`config.mk`:
```
export PLATFORM = sky130hd
export DESIGN_NAME = bmd_dma_top
export DESIGN_NICKNAME = d
export VERILOG_FILES = /design/src/design/bmd_pkg.sv /design/src/design/dma_cfg_if.sv /design/src/design/bmd_dma_top.sv /design/src/design/mwr_tx_engine.sv /design/src/design/adc_sample_packer.sv /design/src/design/dma_ctrl_regs.sv /design/src/design/dma_fifo.sv
export SDC_FILE = /design/constraint.sdc
export NUM_CORES = 2
export LEC_CHECK = 0
export ABC_AREA = 1
export BUFFER_PORTS_ARGS = -buffer_cell sky130_fd_sc_hd__buf_2
export CAP_MARGIN = 10
export CORE_MARGIN = 3
export CORE_UTILIZATION = 54
export CTS_BUF_LIST = sky130_fd_sc_hd__clkbuf_8 sky130_fd_sc_hd__clkbuf_16
export CTS_CLUSTER_SIZE = 10
export DETAILED_ROUTE_END_ITERATION = 7
export GPL_TIMING_DRIVEN = 1
export PLACE_DENSITY = 0.76
export SLEW_MARGIN = 20
export SYNTH_ARGS = -nofsm -noshare
export SYNTH_HDL_FRONTEND = slang
export SYNTH_HIERARCHICAL = 1
export SYNTH_SLANG_ARGS = --single-unit
```
`constraint.sdc`:
```
create_clock -name clk -period 12.78 [get_ports clk]
set_input_delay 0.639 -clock clk [delete_from_list [all_inputs] [get_ports clk]]
set_output_delay 0.639 -clock clk [all_outputs]
set_load 0.005 [all_outputs]
```
`src/design/bmd_pkg.sv`:
```
// Bus-master DMA shared definitions
`default_nettype none

package bmd_pkg;

    // ------------------------------------------------------------------
    // Widths
    // ------------------------------------------------------------------
    localparam int DATA_W   = 64;           // Stream and payload beat
    localparam int SAMPLE_W = 8;            // One ADC channel
    localparam int ADDR_W   = 32;           // Host buffer address
    localparam int BURST_W  = 5;            // Holds 1 to 16 beats
    localparam int TC_W     = 3;            // Traffic class

    // ------------------------------------------------------------------
    // Types
    // ------------------------------------------------------------------
    typedef logic [DATA_W-1:0]  payload_t;
    typedef logic [ADDR_W-1:0]  dma_addr_t;
    typedef logic [BURST_W-1:0] burst_len_t;

    // ------------------------------------------------------------------
    // Register map
    // ------------------------------------------------------------------
    // Bit 0 enable, bits 6:4 traffic class
    localparam logic [3:0] REG_CTRL = 4'd0;
    // Each write queues one buffer address
    localparam logic [3:0] REG_ADDR = 4'd1;
    // Burst length in beats, 0 means 16
    localparam logic [3:0] REG_LEN  = 4'd2;

    // ------------------------------------------------------------------
    // Frame header
    // ------------------------------------------------------------------
    // fmt 2'b10 (3DW with data), type 5'b00000 (memory request)
    localparam logic [6:0] MWR32_FMT_TYPE = 7'b10_00000;

endpackage : bmd_pkg

`default_nettype wire
```
`src/design/dma_cfg_if.sv`:
```
// DMA configuration and status link
`timescale 1ns/1ps
`default_nettype none

interface dma_cfg_if;
    import bmd_pkg::*;

    logic             enable;       // DMA run bit
    burst_len_t       burst_len;    // Payload beats per frame
    logic [TC_W-1:0]  tc;           // Traffic class for new frames
    logic             mwr_done;     // Pulse on last beat of a frame
    logic             busy;         // Frame on the stream

    modport regs (
        output enable, burst_len, tc,
        input  mwr_done, busy
    );

    modport engine (
        input  enable, burst_len, tc,
        output mwr_done, busy
    );

endinterface : dma_cfg_if

`default_nettype wire

```
`src/design/bmd_dma_top.sv`:
```
// Bus-master DMA write path
`timescale 1ns/1ps
`default_nettype none

module bmd_dma_top #(
    parameter int DATA_DEPTH = 32,
    parameter int ADDR_DEPTH = 8
) (
    input  wire logic                          clk,
    input  wire logic                          rst_n,
    // Host register port
    input  wire logic                          reg_wr_i,
    input  wire logic [3:0]                    reg_addr_i,
    input  wire logic [31:0]                   reg_wdata_i,
    // ADC samples
    input  wire logic                          adc_valid_i,
    input  wire logic [bmd_pkg::SAMPLE_W-1:0]  adc1_i,
    input  wire logic [bmd_pkg::SAMPLE_W-1:0]  adc2_i,
    input  wire logic [15:0]                   cfg_completer_id_i,
    // Transmit stream
    input  wire logic                          trn_tdst_rdy_n_i,
    output      bmd_pkg::payload_t             trn_td_o,
    output      logic                          trn_tsof_n_o,
    output      logic                          trn_teof_n_o,
    output      logic                          trn_tsrc_rdy_n_o,
    // Status
    output      logic [15:0]                   frames_sent_o,
    output      logic                          sample_ovf_o,
    output      logic                          addr_empty_o
);
    import bmd_pkg::*;

    logic                            addr_push;
    dma_addr_t                       addr_data;
    dma_addr_t                       addr_head;
    logic                            addr_pop;
    logic                            data_push;
    payload_t                        data_word;
    logic                            data_full;
    payload_t                        data_head;
    logic [$clog2(DATA_DEPTH+1)-1:0] data_count;
    logic                            data_pop;

    dma_cfg_if cfg_if ();

    dma_ctrl_regs i_dma_ctrl_regs (
        .clk           (clk),
        .rst_n         (rst_n),
        .reg_wr_i      (reg_wr_i),
        .reg_addr_i    (reg_addr_i),
        .reg_wdata_i   (reg_wdata_i),
        .addr_push_o   (addr_push),
        .addr_data_o   (addr_data),
        .frames_sent_o (frames_sent_o),
        .cfg           (cfg_if.regs)
    );

    adc_sample_packer i_adc_sample_packer (
        .clk         (clk),
        .rst_n       (rst_n),
        .enable_i    (cfg_if.enable),
        .adc_valid_i (adc_valid_i),
        .adc1_i      (adc1_i),
        .adc2_i      (adc2_i),
        .full_i      (data_full),
        .push_o      (data_push),
        .word_o      (data_word),
        .ovf_o       (sample_ovf_o)
    );

    // Payload buffer
    dma_fifo #(.DEPTH(DATA_DEPTH), .T(payload_t)) i_data_fifo (
        .clk (clk), .rst_n (rst_n),
        .push_i (data_push), .data_i (data_word), .pop_i (data_pop),
        .head_o (data_head), .full_o (data_full), .empty_o (), .count_o (data_count)
    );

    // Host buffer address queue
    dma_fifo #(.DEPTH(ADDR_DEPTH), .T(dma_addr_t)) i_addr_fifo (
        .clk (clk), .rst_n (rst_n),
        .push_i (addr_push), .data_i (addr_data), .pop_i (addr_pop),
        .head_o (addr_head), .full_o (), .empty_o (addr_empty_o), .count_o ()
    );

    mwr_tx_engine #(.DATA_DEPTH(DATA_DEPTH)) i_mwr_tx_engine (
        .clk                (clk),
        .rst_n              (rst_n),
        .cfg_completer_id_i (cfg_completer_id_i),
        .data_head_i        (data_head),
        .data_count_i       (data_count),
        .data_pop_o         (data_pop),
        .addr_head_i        (addr_head),
        .addr_empty_i       (addr_empty_o),
        .addr_pop_o         (addr_pop),
        .trn_td_o           (trn_td_o),
        .trn_tsof_n_o       (trn_tsof_n_o),
        .trn_teof_n_o       (trn_teof_n_o),
        .trn_tsrc_rdy_n_o   (trn_tsrc_rdy_n_o),
        .trn_tdst_rdy_n_i   (trn_tdst_rdy_n_i),
        .cfg                (cfg_if.engine)
    );

endmodule : bmd_dma_top

`default_nettype wire

```
`src/design/mwr_tx_engine.sv`:
```
// Memory-write transmit engine
`timescale 1ns/1ps
`default_nettype none

module mwr_tx_engine #(
    parameter int DATA_DEPTH = 32
) (
    input  wire logic                            clk,
    input  wire logic                            rst_n,
    input  wire logic [15:0]                     cfg_completer_id_i,
    // Data FIFO
    input  wire bmd_pkg::payload_t               data_head_i,
    input  wire logic [$clog2(DATA_DEPTH+1)-1:0] data_count_i,
    output      logic                            data_pop_o,
    // Address FIFO
    input  wire bmd_pkg::dma_addr_t              addr_head_i,
    input  wire logic                            addr_empty_i,
    output      logic                            addr_pop_o,
    // Transmit stream
    output      bmd_pkg::payload_t               trn_td_o,
    output      logic                            trn_tsof_n_o,
    output      logic                            trn_teof_n_o,
    output      logic                            trn_tsrc_rdy_n_o,
    input  wire logic                            trn_tdst_rdy_n_i,
    dma_cfg_if.engine                            cfg
);
    import bmd_pkg::*;

    typedef enum logic [1:0] {
        ST_IDLE,
        ST_HEADER,
        ST_ADDR,
        ST_PAYLOAD
    } state_t;

    state_t           state_q;
    burst_len_t       len_q;        // Frame length, fixed at frame start
    logic [TC_W-1:0]  tc_q;
    burst_len_t       rem_q;        // Payload beats left after this one
    logic [7:0]       tag_q;
    logic             start;
    logic             beat_xfer;
    logic             last_beat;
    logic [9:0]       len_dw;
    logic [31:0]      hdr_hi;
    logic [31:0]      hdr_lo;

    assign start     = cfg.enable && !addr_empty_i &&
                       (int'(data_count_i) >= int'(cfg.burst_len));
    assign beat_xfer = !trn_tsrc_rdy_n_o && !trn_tdst_rdy_n_i;
    assign last_beat = (state_q == ST_PAYLOAD) && (rem_q == '0);

    // ------------------------------------------------------------------
    // Header DWs
    // ------------------------------------------------------------------
    assign len_dw = {4'b0000, len_q, 1'b0};            // Two DW per beat
    assign hdr_hi = {1'b0, MWR32_FMT_TYPE, 1'b0, tc_q, 4'b0000, 6'b000000, len_dw};
    assign hdr_lo = {cfg_completer_id_i, tag_q, 8'hFF}; // All byte enables on

    // ------------------------------------------------------------------
    // Frame FSM
    // ------------------------------------------------------------------
    always_ff @(posedge clk) begin
        if (!rst_n) begin
            state_q <= ST_IDLE;
            len_q   <= '0;
            tc_q    <= '0;
            rem_q   <= '0;
            tag_q   <= '0;
        end else begin
            case (state_q)
                ST_IDLE: begin
                    if (start) begin
                        len_q   <= cfg.burst_len;
                        tc_q    <= cfg.tc;
                        state_q <= ST_HEADER;
                    end
                end
                ST_HEADER: begin
                    if (beat_xfer) state_q <= ST_ADDR;
                end
                ST_ADDR: begin
                    if (beat_xfer) begin
                        rem_q   <= len_q - burst_len_t'(1);
                        state_q <= ST_PAYLOAD;
                    end
                end
                ST_PAYLOAD: begin
                    if (beat_xfer && last_beat) begin
                        tag_q   <= tag_q + 8'd1;
                        state_q <= ST_IDLE;
                    end else if (beat_xfer) begin
                        rem_q <= rem_q - burst_len_t'(1);
                    end
                end
                default: state_q <= ST_IDLE;
            endcase
        end
    end

    // FIFO heads stay put until popped, so a stalled beat holds
    always_comb begin
        case (state_q)
            ST_HEADER:  trn_td_o = {hdr_hi, hdr_lo};
            ST_ADDR:    trn_td_o = {addr_head_i, {(DATA_W - ADDR_W){1'b0}}};
            ST_PAYLOAD: trn_td_o = data_head_i;
            default:    trn_td_o = '0;
        endcase
    end

    assign trn_tsrc_rdy_n_o = (state_q == ST_IDLE);
    assign trn_tsof_n_o     = (state_q != ST_HEADER);
    assign trn_teof_n_o     = !last_beat;

    assign data_pop_o   = beat_xfer && (state_q == ST_PAYLOAD);
    assign addr_pop_o   = beat_xfer && last_beat;     // Address retires with the frame
    assign cfg.mwr_done = beat_xfer && last_beat;
    assign cfg.busy     = (state_q != ST_IDLE);

endmodule : mwr_tx_engine

`default_nettype wire

```
`src/design/adc_sample_packer.sv`:
```
// ADC sample packer
`timescale 1ns/1ps
`default_nettype none

module adc_sample_packer (
    input  wire logic                          clk,
    input  wire logic                          rst_n,
    input  wire logic                          enable_i,
    input  wire logic                          adc_valid_i,
    input  wire logic [bmd_pkg::SAMPLE_W-1:0]  adc1_i,
    input  wire logic [bmd_pkg::SAMPLE_W-1:0]  adc2_i,
    input  wire logic                          full_i,
    output      logic                          push_o,
    output      bmd_pkg::payload_t             word_o,
    output      logic                          ovf_o
);
    import bmd_pkg::*;

    localparam int PAIR_W = 2 * SAMPLE_W;         // adc2 high, adc1 low
    localparam int PAIRS  = DATA_W / PAIR_W;      // Pairs per payload word
    localparam int CNT_W  = $clog2(PAIRS);

    logic [CNT_W-1:0] pair_cnt_q;
    payload_t         word_q;
    logic             push_q;
    logic             ovf_q;

    // Slot fill, lowest pair first
    always_ff @(posedge clk) begin
        if (enable_i && adc_valid_i) begin
            word_q[pair_cnt_q*PAIR_W +: PAIR_W] <= {adc2_i, adc1_i};
        end
    end

    // ------------------------------------------------------------------
    // Pair count, push and overflow
    // ------------------------------------------------------------------
    always_ff @(posedge clk) begin
        if (!rst_n) begin
            pair_cnt_q <= '0;
            push_q     <= 1'b0;
            ovf_q      <= 1'b0;
        end else begin
            push_q <= 1'b0;
            if (!enable_i) begin
                pair_cnt_q <= '0;                    // Drop a partial word
            end else if (adc_valid_i) begin
                pair_cnt_q <= pair_cnt_q + CNT_W'(1);
                push_q     <= (pair_cnt_q == CNT_W'(PAIRS - 1));
            end
            if (push_q && full_i) begin
                ovf_q <= 1'b1;                       // Sticky until reset
            end
        end
    end

    // Word is lost when the buffer has no room
    assign push_o = push_q && !full_i;
    assign word_o = word_q;
    assign ovf_o  = ovf_q;

endmodule : adc_sample_packer

`default_nettype wire

```
`src/design/dma_ctrl_regs.sv`:
```
// DMA control registers
`timescale 1ns/1ps
`default_nettype none

module dma_ctrl_regs (
    input  wire logic              clk,
    input  wire logic              rst_n,
    input  wire logic              reg_wr_i,
    input  wire logic [3:0]        reg_addr_i,
    input  wire logic [31:0]       reg_wdata_i,
    output      logic              addr_push_o,
    output      bmd_pkg::dma_addr_t addr_data_o,
    output      logic [15:0]       frames_sent_o,
    dma_cfg_if.regs                cfg
);
    import bmd_pkg::*;

    logic             enable_q;
    logic [TC_W-1:0]  tc_q;
    burst_len_t       burst_len_q;
    logic             addr_push_q;
    dma_addr_t        addr_data_q;
    logic [15:0]      frames_q;

    // ------------------------------------------------------------------
    // Register decode
    // ------------------------------------------------------------------
    always_ff @(posedge clk) begin
        if (!rst_n) begin
            enable_q    <= 1'b0;
            tc_q        <= '0;
            burst_len_q <= burst_len_t'(1);     // One beat out of reset
            addr_push_q <= 1'b0;
        end else begin
            addr_push_q <= reg_wr_i && (reg_addr_i == REG_ADDR);
            if (reg_wr_i && (reg_addr_i == REG_CTRL)) begin
                enable_q <= reg_wdata_i[0];
                tc_q     <= reg_wdata_i[TC_W+3:4];
            end
            if (reg_wr_i && (reg_addr_i == REG_LEN)) begin
                // Low nibble of zero selects the full 16 beats
                burst_len_q <= {(reg_wdata_i[3:0] == 4'd0), reg_wdata_i[3:0]};
            end
        end
    end

    // Address word rides along with the push strobe
    always_ff @(posedge clk) begin
        if (reg_wr_i && (reg_addr_i == REG_ADDR)) begin
            addr_data_q <= reg_wdata_i[ADDR_W-1:0];
        end
    end

    // ------------------------------------------------------------------
    // Finished frame counter
    // ------------------------------------------------------------------
    always_ff @(posedge clk) begin
        if (!rst_n) begin
            frames_q <= '0;
        end else if (cfg.mwr_done) begin                // Last beat of a frame
            frames_q <= frames_q + 16'd1;               // Wraps at 16 bits
        end
    end

    assign cfg.enable    = enable_q;
    assign cfg.tc        = tc_q;
    assign cfg.burst_len = burst_len_q;

    assign addr_push_o   = addr_push_q;
    assign addr_data_o   = addr_data_q;
    assign frames_sent_o = frames_q;

endmodule : dma_ctrl_regs

`default_nettype wire

```
`src/design/dma_fifo.sv`:
```
// First-word-fall-through FIFO
`timescale 1ns/1ps
`default_nettype none

module dma_fifo #(
    parameter int  DEPTH = 32,
    parameter type T     = logic [63:0]
) (
    input  wire logic                       clk,
    input  wire logic                       rst_n,
    input  wire logic                       push_i,
    input  wire T                           data_i,
    input  wire logic                       pop_i,
    output      T                           head_o,
    output      logic                       full_o,
    output      logic                       empty_o,
    output      logic [$clog2(DEPTH+1)-1:0] count_o
);

    localparam int PTR_W = (DEPTH > 1) ? $clog2(DEPTH) : 1;
    localparam int CNT_W = $clog2(DEPTH + 1);

    T                 mem_q [DEPTH];
    logic [PTR_W-1:0] wr_ptr_q;
    logic [PTR_W-1:0] rd_ptr_q;
    logic [CNT_W-1:0] count_q;
    logic             push_ok;
    logic             pop_ok;

    function automatic logic [PTR_W-1:0] next_ptr(input logic [PTR_W-1:0] ptr);
        if (ptr == PTR_W'(DEPTH - 1)) begin
            return '0;
        end
        return ptr + PTR_W'(1);
    endfunction

    assign push_ok = push_i && !full_o;     // Push while full is ignored
    assign pop_ok  = pop_i && !empty_o;     // Pop while empty is ignored

    always_ff @(posedge clk) begin
        if (push_ok) begin
            mem_q[wr_ptr_q] <= data_i;
        end
    end

    // ------------------------------------------------------------------
    // Pointers and occupancy
    // ------------------------------------------------------------------
    always_ff @(posedge clk) begin
        if (!rst_n) begin
            wr_ptr_q <= '0;
            rd_ptr_q <= '0;
            count_q  <= '0;
        end else begin
            if (push_ok) begin
                wr_ptr_q <= next_ptr(wr_ptr_q);
            end
            if (pop_ok) begin
                rd_ptr_q <= next_ptr(rd_ptr_q);
            end
            case ({push_ok, pop_ok})
                2'b10:   count_q <= count_q + CNT_W'(1);
                2'b01:   count_q <= count_q - CNT_W'(1);
                default: count_q <= count_q;     // Idle or both at once
            endcase
        end
    end

    assign head_o  = mem_q[rd_ptr_q];   // Valid whenever not empty
    assign full_o  = (count_q == CNT_W'(DEPTH));
    assign empty_o = (count_q == '0);
    assign count_o = count_q;

endmodule : dma_fifo

`default_nettype wire

```
==> out/qor.tcl <==
set qor(antenna_found_initial) 19
set qor(setup_repair_after_global_routing_missed_its_margin) {no}
set qor(report.final.hold_viol_count) 0
set qor(switching_fraction_pct) 19.9
set qor(worst_skew_pair.late_latency_ps) 940
set qor(critPathLaunchType) {flop}
set qor(setup_tns_final_ps) 0
set qor(worst_ep_required_time_ps) 12140
set qor(filler_cell_count) 13700
set qor(timing.clock.skew_ps) 67.3
set qor(ant_nets) 0
set qor(syn_inst) 8311
set qor(die_h_microns) 438
set qor(wl_microns) 284000
set qor(setup_viol) 0
set qor(layout.nets) 8518
set qor(run_status) {finished, final reports clean}
set qor(maxCapViolations) 0
set qor(cts_hold_buffers) 35
set qor(crit_fanout) 96
set qor(timing_worst_slew_pin_value_ps) 1260
set qor(final_layout_size_suffix_gt1_share_pct) 8.35
set qor(dp.final_hpwl_microns) 140000
set qor(clkSlewWorstSetupHoldPaths_ps) 50
set qor(tritoncts.num_buffers) 300
set qor(timing.slew.headroom_pct) 16.1
set qor(clock_tree.buffer_depth) 4
set qor(yosys_warnings) 6
set qor(crit_end_element) {output pin}
set qor(vias) 68600
set qor(final-instance-count-excl-fill) 10900
set qor(drt_iter0_markers) 11100
set qor(min-delay-path-class) {primary input to flop}
set qor(largest_voltage_drop_on_the_vdd_net_v) 0.000142
set qor(post-cts-setup-buffers) 0
set qor(clock_tree_from_tritoncts) {done}
set qor(remaining_drc_errors) 0
set qor(arrival_ps) 6800
set qor(number_of_buffers_inserted_by_port_buffering) 157
set qor(p_seq_share_pct) 54.1
set qor(period_share_pct) 58.2
set qor(grt_pass1_wl_microns) 415000
set qor(power_density_nw_per_um2) 147
set qor(total_leakage_power_nw) 40.3
set qor(via_count_of_the_first_global_routing_pass) 65500
set qor(fin_crit_ps) 7440
set qor(critical_path_class) {flop to output pin}
set qor(timing.reg2reg.worst_path_depth) 12
set qor(floorplan.die_area_sq_um) 192000
set qor(preCtsSetupSlack_ps) 6540
set qor(firstDrtPassIters) 6
set qor(area.growth.synth_to_final_pct) 10.5
set qor(groute.usage.overall_pct) 29.0
set qor(vias_per_std_cell) 6.28
set qor(power_switching_mw) 3.25
set qor(syn-mean-instance-area_sq_um) 12.1
set qor(largest_net_degree_at_the_start_of_global_routing) 237
set qor(combinationalPowerShare_pct) 2.2
set qor(clkPwrFrac_pct) 43.8
set qor(multiInputGateArea_sq_um) 23400
set qor(globalplace.congestion) 0.834
set qor(synth_fp_nets) 8419
set qor(area.sequential_sq_um) 73800
set qor(cts_max_level) 5
set qor(post_synth_instance_area_sq_um) 101000
set qor(holdPathStages) 3
set qor(routedWlPerCell_microns) 26.0
set qor(initial_utilization_pct) 54.6
set qor(power_report.internal_total_mw) 13.1
set qor(floorplan.die.width_microns) 438
set qor(io-pin-count) 158
set qor(clock_sinks) 2487
set qor(timing.final.ws_setup_ps) 5340
set qor(global_route.overflow_total) 0
set qor(cts.repair.resized) 0
set qor(cts_root_buf) {sky130_fd_sc_hd__clkbuf_16}
set qor(core.rowCount) 157
set qor(cell_count_post_placement) 10500
set qor(timing.fmax_ghz) 0.134
set qor(core_region_area_sq_um) 184000
set qor(slew_violations) 0
routing by layer:
layer	up-vias	routed length, microns	track usage [%]	part of all wire [%]
li1	29600	-	-	-
met1	32900	100000	38.9	35
met2	5040	130000	44.6	46
met3	986	36000	5.77	13
met4	2	17600	16.6	6.2
met5	-	14	0	0.0049
power groups by stage:
| stage | Clock, mW | Sequential (mW) | Combinational [mW] |
|---|---|---|---|
| floorplan | 0 | 9.00 | 0.165 |
| global placement | 0 | 9.01 | 0.329 |
| detailed placement | 0 | 9.01 | 0.332 |
| CTS | 7.21 | 8.85 | 0.345 |
| global route | 7.53 | 8.85 | 0.366 |
| finish | 7.16 | 8.85 | 0.354 |
worst paths after layout:
check	from	endpoint	slack [ps]
max	flop	trn_td_o[17]	5340
min	adc2_i[7]	i_adc_sample_packer/word_o[47]	90
max reg2reg	i_data_fifo/count_o[1]	i_data_fifo/mem_q[28][50]	8150
min reg2reg	i_dma_ctrl_regs/cfg.tc[0]	i_dma_ctrl_regs/cfg.tc[0]	450
cells in the final DEF (no fill, tap or decap), types with 5 or more instances in the layout:
master,n
sky130_fd_sc_hd__edfxtp_1,2400
sky130_fd_sc_hd__nand2_1,2086
sky130_fd_sc_hd__nand3_1,1560
sky130_fd_sc_hd__nor2_1,441
sky130_fd_sc_hd__o21ai_0,426
sky130_fd_sc_hd__clkbuf_16,306
sky130_fd_sc_hd__a21oi_1,232
sky130_fd_sc_hd__inv_1,213
sky130_fd_sc_hd__buf_2,157
sky130_fd_sc_hd__o22ai_1,122
sky130_fd_sc_hd__buf_4,117
sky130_fd_sc_hd__dfxtp_1,79
sky130_fd_sc_hd__nor2_4,49
sky130_fd_sc_hd__dlygate4sd3_1,35
sky130_fd_sc_hd__ha_1,32
sky130_fd_sc_hd__mux2i_1,32
sky130_fd_sc_hd__o21ai_1,27
sky130_fd_sc_hd__nor2_2,16
sky130_fd_sc_hd__diode_2,15
sky130_fd_sc_hd__xnor2_1,10
sky130_fd_sc_hd__nand4_1,9
sky130_fd_sc_hd__clkinv_1,7
sky130_fd_sc_hd__inv_2,7
sky130_fd_sc_hd__nand2_2,7
sky130_fd_sc_hd__dfxtp_4,7
sky130_fd_sc_hd__nor3_1,7
sky130_fd_sc_hd__inv_6,6
sky130_fd_sc_hd__buf_12,6
sky130_fd_sc_hd__xor2_1,5
flip-flops by register name, summed over array words and instances (netlist names), 3 cells and up, named ones only:
signal                         flops
i_data_fifo/mem_q               2048
i_addr_fifo/mem_q                256
i_adc_sample_packer/word_o        64
i_dma_ctrl_regs/addr_data_o       32
i_dma_ctrl_regs/frames_sent_o     16
i_mwr_tx_engine/tag_q              8
i_data_fifo/count_o                6
i_data_fifo/rd_ptr_q               5
i_data_fifo/wr_ptr_q               5
i_dma_ctrl_regs/cfg.burst_len      5
i_mwr_tx_engine/len_q              5
i_mwr_tx_engine/rem_q              5
i_addr_fifo/count_o                4
i_addr_fifo/rd_ptr_q               3
i_addr_fifo/wr_ptr_q               3
i_dma_ctrl_regs/cfg.tc             3
i_mwr_tx_engine/tc_q               3
per-stage QoR:
stage / utilization, % / total power, mW / area [sq um] / hold WS, ps
floorplan: - / 9.16 / 101000 / 424
global placement: 55.9 / 9.34 / 103000 / 436
detailed placement: 55.9 / 9.35 / 103000 / 451
CTS: 60.3 / 16.4 / 111000 / 51.3
global route: 60.4 / 16.7 / 111000 / 87.0
finish: 60.4 / 16.4 / 111000 / 90.9
worst max-delay path, cell delays in order, from the launching register on:
cell                      delay [ps]
sky130_fd_sc_hd__dfxtp_4         940
sky130_fd_sc_hd__buf_4           910
sky130_fd_sc_hd__buf_4           900
sky130_fd_sc_hd__buf_4           800
sky130_fd_sc_hd__buf_4           800
sky130_fd_sc_hd__o21ai_0         210
sky130_fd_sc_hd__o22ai_1         220
sky130_fd_sc_hd__nand2_1          90
sky130_fd_sc_hd__nand3_1         110
sky130_fd_sc_hd__nand3_1         110
sky130_fd_sc_hd__nand2_1         160
sky130_fd_sc_hd__nand2_1          90
sky130_fd_sc_hd__a21oi_1         180
sky130_fd_sc_hd__buf_2           140
final cells by class:
class	instances	share of cell area, %
antenna	15	0.0337
clock buffer	307	6.89
clock inverter	29	0.137
inverter	212	0.756
multi-input combinational	5089	21.0
sequential	2487	66.4
tap	2464	2.77
timing repair buffer	320	2.01
Power figures use the tool's default switching activity.
